`src/design/irig_pkg.sv`:
```
package irig_pkg;

    // pulse classes, encoded as 0, 1 and 2
    typedef enum logic [1:0] {
        sym_zero = 2'd0,
        sym_one  = 2'd1,
        sym_id   = 2'd2
    } irig_sym_t;

    // raw BCD digits as they arrive in the frame
    typedef struct packed {
        logic [3:0] u_sec;
        logic [2:0] d_sec;
        logic [3:0] u_min;
        logic [2:0] d_min;
        logic [3:0] u_hr;
        logic [1:0] d_hr;
        logic [3:0] u_day;
        logic [3:0] d_day;
        logic [1:0] c_day;
    } irig_bcd_t;

    typedef struct packed {
        logic [5:0] sec;
        logic [5:0] min;
        logic [4:0] hr;
        logic [8:0] day;
    } irig_time_t;

    // slots per frame, one frame per second
    localparam int frame_bits = 100;

    // first slot of each BCD field, LSB first
    localparam int pos_u_sec = 1;
    localparam int pos_d_sec = 6;
    localparam int pos_u_min = 10;
    localparam int pos_d_min = 15;
    localparam int pos_u_hr  = 20;
    localparam int pos_d_hr  = 25;
    localparam int pos_u_day = 30;
    localparam int pos_d_day = 35;
    localparam int pos_c_day = 40;

    // last slot holding a field bit
    localparam int last_data_slot = pos_c_day + 1;

endpackage

```
`src/design/irig_bit_parser.sv`:
```
`timescale 1ns/1ps

module irig_bit_parser import irig_pkg::*; #(
    parameter int count_w = 32
) (
    input  logic               clk,
    input  logic               rst,
    input  logic               din,
    input  logic [count_w-1:0] debounce,
    input  logic [count_w-1:0] one_count,
    input  logic [count_w-1:0] id_count,
    output logic               din_clean,
    output irig_sym_t          sym,
    output logic               sym_valid
);

    logic [count_w-1:0] stable_cnt;
    logic [count_w-1:0] width;
    logic               din_clean_q;
    logic               fall;

    assign fall = din_clean_q & ~din_clean;

    // din must hold its new level for debounce cycles before it is taken
    always_ff @(posedge clk) begin
        if (rst) begin
            din_clean  <= 1'b0;
            stable_cnt <= '0;
        end else if (din != din_clean) begin
            if (stable_cnt + 1'b1 >= debounce) begin
                din_clean  <= din;
                stable_cnt <= '0;
            end else begin
                stable_cnt <= stable_cnt + 1'b1;
            end
        end else begin
            // glitch shorter than debounce, start over
            stable_cnt <= '0;
        end
    end

    // high width in cycles, still valid in the cycle of the fall
    always_ff @(posedge clk) begin
        if (rst) begin
            din_clean_q <= 1'b0;
            width       <= '0;
        end else begin
            din_clean_q <= din_clean;
            if (din_clean) begin
                width <= width + 1'b1;
            end else begin
                width <= '0;
            end
        end
    end

    always_ff @(posedge clk) begin
        if (rst) begin
            sym_valid <= 1'b0;
        end else begin
            sym_valid <= fall;
        end
    end

    // widest class wins; anything under one_count is a zero
    always_ff @(posedge clk) begin
        if (fall) begin
            if (width >= id_count) begin
                sym <= sym_id;
            end else if (width >= one_count) begin
                sym <= sym_one;
            end else begin
                sym <= sym_zero;
            end
        end
    end

endmodule

```
`src/design/irig_frame_decoder.sv`:
```
`timescale 1ns/1ps

module irig_frame_decoder import irig_pkg::*; (
    input  logic      clk,
    input  logic      rst,
    input  logic      calibrate,
    input  logic      cont,
    input  irig_sym_t sym,
    input  logic      sym_valid,
    output irig_bcd_t frame,
    output logic      frame_valid
);

    localparam int slot_w = $clog2(frame_bits);

    typedef enum logic [1:0] {
        st_idle,
        st_wait_ref,
        st_collect,
        st_done
    } state_t;

    state_t            state;
    logic              prev_id;
    logic [slot_w-1:0] slot;
    irig_bcd_t         bcd_q;
    logic              data_bit;
    logic              is_id;
    logic              take;

    assign data_bit = (sym == sym_one);
    assign is_id    = (sym == sym_id);
    assign take     = (state == st_collect) && sym_valid;

    function automatic logic in_field(
        input logic [slot_w-1:0] s,
        input int                pos,
        input int                len
    );
        return (int'(s) >= pos) && (int'(s) < pos + len);
    endfunction

    always_ff @(posedge clk) begin
        if (rst) begin
            state       <= st_idle;
            prev_id     <= 1'b0;
            slot        <= '0;
            frame_valid <= 1'b0;
        end else begin
            frame_valid <= 1'b0;
            case (state)
                st_idle: begin
                    prev_id <= 1'b0;
                    if (calibrate) begin
                        state <= st_wait_ref;
                    end
                end
                st_wait_ref: begin
                    // reference is slot 99 followed by slot 0
                    if (sym_valid) begin
                        if (prev_id && is_id) begin
                            state   <= st_collect;
                            slot    <= slot_w'(1);
                            prev_id <= 1'b0;
                        end else begin
                            prev_id <= is_id;
                        end
                    end
                end
                st_collect: begin
                    if (sym_valid) begin
                        slot <= slot + 1'b1;
                        if (slot == slot_w'(last_data_slot)) begin
                            frame_valid <= 1'b1;
                            state       <= cont ? st_idle : st_done;
                        end
                    end
                end
                st_done: begin
                    // one-shot, rearmed by a new calibrate
                    if (!calibrate) begin
                        state <= st_idle;
                    end
                end
                default: begin
                    state <= st_idle;
                end
            endcase
        end
    end

    // LSB arrives first, so shift each field right from the top
    always_ff @(posedge clk) begin
        if (take) begin
            if (in_field(slot, pos_u_sec, $bits(bcd_q.u_sec))) begin
                bcd_q.u_sec <= {data_bit, bcd_q.u_sec[3:1]};
            end
            if (in_field(slot, pos_d_sec, $bits(bcd_q.d_sec))) begin
                bcd_q.d_sec <= {data_bit, bcd_q.d_sec[2:1]};
            end
            if (in_field(slot, pos_u_min, $bits(bcd_q.u_min))) begin
                bcd_q.u_min <= {data_bit, bcd_q.u_min[3:1]};
            end
            if (in_field(slot, pos_d_min, $bits(bcd_q.d_min))) begin
                bcd_q.d_min <= {data_bit, bcd_q.d_min[2:1]};
            end
            if (in_field(slot, pos_u_hr, $bits(bcd_q.u_hr))) begin
                bcd_q.u_hr <= {data_bit, bcd_q.u_hr[3:1]};
            end
            if (in_field(slot, pos_d_hr, $bits(bcd_q.d_hr))) begin
                bcd_q.d_hr <= {data_bit, bcd_q.d_hr[1]};
            end
            if (in_field(slot, pos_u_day, $bits(bcd_q.u_day))) begin
                bcd_q.u_day <= {data_bit, bcd_q.u_day[3:1]};
            end
            if (in_field(slot, pos_d_day, $bits(bcd_q.d_day))) begin
                bcd_q.d_day <= {data_bit, bcd_q.d_day[3:1]};
            end
            if (in_field(slot, pos_c_day, $bits(bcd_q.c_day))) begin
                bcd_q.c_day <= {data_bit, bcd_q.c_day[1]};
            end
        end
    end

    // fields are complete in the cycle frame_valid is high
    assign frame = bcd_q;

endmodule

```
`src/design/irig_time_convert.sv`:
```
`timescale 1ns/1ps

module irig_time_convert import irig_pkg::*; (
    input  logic       clk,
    input  logic       rst,
    input  irig_bcd_t  frame,
    input  logic       frame_valid,
    output irig_time_t time_out,
    output logic       bcd_valid
);

    irig_time_t bin;

    // units + 10 * tens (+ 100 * hundreds for the day)
    always_comb begin
        bin.sec = 6'(frame.u_sec) + 6'(frame.d_sec) * 6'd10;
        bin.min = 6'(frame.u_min) + 6'(frame.d_min) * 6'd10;
        bin.hr  = 5'(frame.u_hr) + 5'(frame.d_hr) * 5'd10;
        bin.day = 9'(frame.u_day) + 9'(frame.d_day) * 9'd10
                + 9'(frame.c_day) * 9'd100;
    end

    always_ff @(posedge clk) begin
        if (rst) begin
            bcd_valid <= 1'b0;
        end else begin
            bcd_valid <= frame_valid;
        end
    end

    // held until the next frame
    always_ff @(posedge clk) begin
        if (frame_valid) begin
            time_out <= bin;
        end
    end

endmodule

```
`src/design/irig_pps_gen.sv`:
```
`timescale 1ns/1ps

module irig_pps_gen import irig_pkg::*; (
    input  logic      clk,
    input  logic      rst,
    input  logic      din_clean,
    input  irig_sym_t sym,
    input  logic      sym_valid,
    output logic      pps
);

    localparam int cnt_w = $clog2(frame_bits);

    logic             prev_id;
    logic             locked;
    logic             din_q;
    logic             rise;
    logic [cnt_w-1:0] edge_cnt;

    assign rise = din_clean & ~din_q;

    // own reference search, independent of the decoder
    always_ff @(posedge clk) begin
        if (rst) begin
            prev_id <= 1'b0;
            locked  <= 1'b0;
        end else if (sym_valid && !locked) begin
            if (prev_id && sym == sym_id) begin
                locked <= 1'b1;
            end
            prev_id <= (sym == sym_id);
        end
    end

    // lock comes after the reference bit, so edge 100 is the next reference
    always_ff @(posedge clk) begin
        if (rst) begin
            din_q    <= 1'b0;
            edge_cnt <= '0;
            pps      <= 1'b0;
        end else begin
            din_q <= din_clean;
            pps   <= 1'b0;
            if (locked && rise) begin
                if (edge_cnt == cnt_w'(frame_bits - 1)) begin
                    edge_cnt <= '0;
                    pps      <= 1'b1;
                end else begin
                    edge_cnt <= edge_cnt + 1'b1;
                end
            end
        end
    end

endmodule

```
`src/design/irig_bcd.sv`:
```
`timescale 1ns/1ps

module irig_bcd import irig_pkg::*; #(
    parameter int count_w = 32
) (
    input  logic               clk,
    input  logic               rst,
    input  logic               din,
    input  logic               calibrate,
    // high to keep decoding frame after frame
    input  logic               cont,
    // kept for compatibility; a pulse under one_count already counts as a zero
    input  logic [count_w-1:0] zero_count,
    input  logic [count_w-1:0] one_count,
    input  logic [count_w-1:0] id_count,
    input  logic [count_w-1:0] debounce,
    output irig_time_t         time_out,
    output logic               bcd_valid,
    output logic               pps
);

    logic      din_clean;
    irig_sym_t sym;
    logic      sym_valid;
    irig_bcd_t frame;
    logic      frame_valid;

    irig_bit_parser #(
        .count_w (count_w)
    ) parser_i (
        .clk       (clk),
        .rst       (rst),
        .din       (din),
        .debounce  (debounce),
        .one_count (one_count),
        .id_count  (id_count),
        .din_clean (din_clean),
        .sym       (sym),
        .sym_valid (sym_valid)
    );

    irig_frame_decoder decoder_i (
        .clk         (clk),
        .rst         (rst),
        .calibrate   (calibrate),
        .cont        (cont),
        .sym         (sym),
        .sym_valid   (sym_valid),
        .frame       (frame),
        .frame_valid (frame_valid)
    );

    irig_time_convert convert_i (
        .clk         (clk),
        .rst         (rst),
        .frame       (frame),
        .frame_valid (frame_valid),
        .time_out    (time_out),
        .bcd_valid   (bcd_valid)
    );

    irig_pps_gen pps_i (
        .clk       (clk),
        .rst       (rst),
        .din_clean (din_clean),
        .sym       (sym),
        .sym_valid (sym_valid),
        .pps       (pps)
    );

endmodule

```
`config.mk`:
```
export PLATFORM = sky130hd
export DESIGN_NAME = irig_bcd
export DESIGN_NICKNAME = d
export VERILOG_FILES = /design/src/design/irig_pkg.sv /design/src/design/irig_bit_parser.sv /design/src/design/irig_frame_decoder.sv /design/src/design/irig_time_convert.sv /design/src/design/irig_pps_gen.sv /design/src/design/irig_bcd.sv
export SDC_FILE = /design/constraint.sdc
export NUM_CORES = 1
export LEC_CHECK = 0
export ABC_AREA = 1
export ABC_CLOCK_PERIOD_IN_PS = 2900
export BUFFER_PORTS_ARGS = -buffer_cell sky130_fd_sc_hd__buf_2
export CORE_MARGIN = 8
export CORE_UTILIZATION = 52
export CTS_CLUSTER_DIAMETER = 100
export DETAILED_ROUTE_END_ITERATION = 7
export PLACE_DENSITY = 0.84
export SLEW_MARGIN = 20
export SYNTH_ARGS = -nofsm -noshare
export SYNTH_HDL_FRONTEND = slang
export SYNTH_SLANG_ARGS = --single-unit
```
`constraint.sdc`:
```
create_clock -name clk -period 2.9 [get_ports clk]
set_clock_uncertainty 0.2 [all_clocks]
set_input_delay 0 -clock clk [delete_from_list [all_inputs] [get_ports clk]]
set_output_delay 0 -clock clk [all_outputs]
set_load 0.01 [all_outputs]
```
==> reports/summary.md <==
* **status** complete, but fails checks
* **violated checks** setup timing
* **post-route core utilization** 69.5%
* **area delta synth->final** 31.1%
* **nature of the critical path endpoint** flip-flop
* **highest-count cells in the layout ignoring fill and taps** sky130_fd_sc_hd__inv_1 (239), sky130_fd_sc_hd__nand2_1 (210), sky130_fd_sc_hd__buf_2 (128)
* **CTS buffer count** 17
* **post-route ant nets** 0
* **sequential share of the synthesized area** 35.5%
* **Setup violations, final** 35
* **initial drt markers** 779
* **global-route wire length before repair** 40.0 mm
* **overall die area** 23800 sq um
* **total nets after synthesis** 1553
* **relative max-transition margin** 51.1%
* **GRT Overall Usage** 20.5%
* **Core Area** 18700 sq um
* **Unique masters post-synth** 47
* **startpoint type of the worst setup path** flip-flop
* **clock network latency to the later pin of the worst-skew pair** 430 ps
* **worst supply voltage drop on vdd** 0.429 mV
* **DR WL/cell** 16.8 um
* **minimum setup slack in the final design** -531 ps
* **Row Count** 50
* **type of the worst min-delay path** in -> reg
* **crit-path max FO** 7
* **clock tree from TritonCTS** done
* **peak per-stage delay on the critical path** 430 ps
* **Port Buf Inserts** 128
* **final weighted congestion in routability-driven placement** 0.946
* **Vias** 9571
* **static power due to leakage** 6.20 nW
* **Placement Setup Slack** -177 ps
* **mean instance size in the synthesized netlist** 7.73 sq um
* **Pins Over Slew Limit** 0
* **half-perimeter wire length after placement** 18.6 mm
* **MaxCap Viol Count** 0
* **Crit path required time** 3050 ps
* **Register Area** 3560 sq um
* **flip-flop and latch count after synthesis** 147
* **clk sinks** 147
* **critical path class** reg -> reg
* **Warnings, synthesis** 0
* **WP data arrival** 3580 ps
* **slowest library cell on the worst path** sky130_fd_sc_hd__dfxtp_1
* **fill cell total of the finished layout** 1321
* **minimum period implied by the final worst setup slack** 3430 ps
* **largest net degree at the start of global routing** 25
* **sequence of cells on the critical path** nand2_2 -> nor2_2 -> nand2_1 -> nor2_1 -> nand2_1 -> xor2_2 -> inv_1 -> ha_4 -> a21oi_2 -> o21a_1 -> nand2_2 -> a21oi_2 -> nand4_1 -> buf_6 -> buf_12 -> nor2_1
* **most common cell after layout, fill and taps aside** sky130_fd_sc_hd__inv_1
* **maximum level of the CTS H-tree** 4
* **Vias/cell** 5.45
* **total congestion overflow** 0
* **Initial Util** 53.0%
* **share of final-layout standard cells stronger than drive strength 1** 28.6%
* **count of unresolved DRC violations after routing** 0
* **Worst Max-Slew Pin Slew** 730 ps
* **fmax** 291 MHz
* **Max clock buf depth** 2
* **post-CTS clock slew at the launch and capture registers of the worst setup and hold paths** 70 ps
* **WL final** 29.4 mm
* **DIE WIDTH** 154 um
* **Syn Inst Count** 1283
* **number of nets in the layout** 1779
* **initial antenna violation count** 1
* **buffer type at the clock tree root** sky130_fd_sc_hd__clkbuf_16
* **boundary pin count** 161
* **number of enable-type register cells in the synthesized netlist** 58
* **share of synthesized registers carrying an async set or reset** 0%
* **Post-Route Setup TNS** -15430 ps
* **mapped cell area** 9920 sq um
* **Pre-antenna DRT Iters** 6
* **Final Hold Viols** 0
* **total area of multi-input combinational cells** 6240 sq um
* **commonest register cell after synthesis** sky130_fd_sc_hd__dfxtp_1
* **RSZ-0062 raised after global routing** yes
* **period utilisation layout** 118%
* **via count of the first global-routing pass** 8701
* **vertical extent of the die** 154 um
* **power per unit of standard cell area** 363 nW/um^2
[registers in the layout, indices dropped and copies added (netlist names), 2 cells and up]
register and flops:
decoder_i.frame 30, decoder_i.slot 7, parser_i.stable_cnt 32, parser_i.width 32, parser_i.sym 2, decoder_i.state 2
pps_i.edge_cnt 7, convert_i.time_out 26
[cells in the mapped netlist, types with 9 or more instances]
library cell / instances / share of area, %
sky130_fd_sc_hd__a21oi_1: 77 / 3.9
sky130_fd_sc_hd__dfxtp_1: 89 / 18
sky130_fd_sc_hd__edfxtp_1: 58 / 18
sky130_fd_sc_hd__ha_1: 130 / 16
sky130_fd_sc_hd__inv_1: 249 / 9.4
sky130_fd_sc_hd__nand2_1: 239 / 9.0
sky130_fd_sc_hd__nand2_2: 9 / 0.57
sky130_fd_sc_hd__nand3_1: 29 / 1.5
sky130_fd_sc_hd__nand4_1: 31 / 2.0
sky130_fd_sc_hd__nor2_1: 168 / 6.4
sky130_fd_sc_hd__nor3_1: 30 / 1.5
sky130_fd_sc_hd__o21a_1: 10 / 0.76
sky130_fd_sc_hd__o21ai_0: 29 / 1.5
sky130_fd_sc_hd__or2_2: 9 / 0.57
sky130_fd_sc_hd__xnor2_1: 13 / 1.1
sky130_fd_sc_hd__xor2_1: 33 / 2.9
[layer usage]
layer | track usage [%] | share of wire, %
met5 | 0 | 0
met1 | 23.3 | 37
met3 | 4.32 | 6.8
met2 | 36.3 | 50
met4 | 9.33 | 5.6
[metrics by stage]
stage                     cell area, sq um  power [W]  hold slack (ps)  cells
after floorplan                       9920    0.00234             -111   1283
after global placement               11200    0.00243             56.0   1691
after detailed placement             11200    0.00245             64.9   1691
after CTS                            12200    0.00467            -15.3   1742
after global routing                 13000    0.00486              105   1757
final                                13000    0.00472              114   1757
[path summary, 6_finish.rpt]
path                            depth (start not counted)                              start                            endpoint  slack, ps
worst min register to register                          0      decoder_i.frame[19]$_DFFE_PP_    convert_i.time_out[14]$_DFFE_PP_        220
worst max register to register                         16  parser_i.stable_cnt[9]$_SDFF_PP0_  parser_i.stable_cnt[24]$_SDFF_PP0_       -530
worst min-delay path                                    6                                rst  parser_i.stable_cnt[22]$_SDFF_PP0_        110
worst max-delay path                                   16  parser_i.stable_cnt[9]$_SDFF_PP0_  parser_i.stable_cnt[24]$_SDFF_PP0_       -530
[cells by family after synthesis]
logic type / Yosys count / synth area share (%)
compound gates: 137 / 7.71
buf+inv: 259 / 9.89
flops: 147 / 35.5
simple gates: 557 / 25.0
fa+ha+maj: 137 / 17.8
xor+xnor: 46 / 4.06
[critical path: cells and delay by family (launching register included)]
kind            cells  cell delay, ps
simple gates        8            1180
compound gates      3             520
buf+inv             3             470
flops               1             430
xor+xnor            1             290
fa+ha+maj           1             240
[final cells by class]
type                            count  share of cell area [%]
Antenna cell                        1                  0.0192
Clock buffer                       17                    3.27
Clock inverter                     15                    1.24
Inverter                          252                    7.27
Multi-Input combinational cell    877                    47.9
Sequential cell                   147                    27.4
Tap cell                          234                    2.25
Timing Repair Buffer              214                    10.6
[report_power, final]
group          internal, W  switching, W
combinational     0.000150      0.000192
sequential         0.00213     0.0000111
clock              0.00123       0.00101
[what timing repair did]
| action | CTS | global route |
|---|---|---|
| resized for setup | 65 | 162 |
| setup endpoints to repair | 35 | 35 |
| pin swaps | 16 | 58 |
| cloned | 1 | 2 |
| hold buffers | 7 | 0 |
| hold endpoints to repair | 52 | 0 |
| setup buffers | 11 | 13 |
Power figures use the tool's default switching activity.
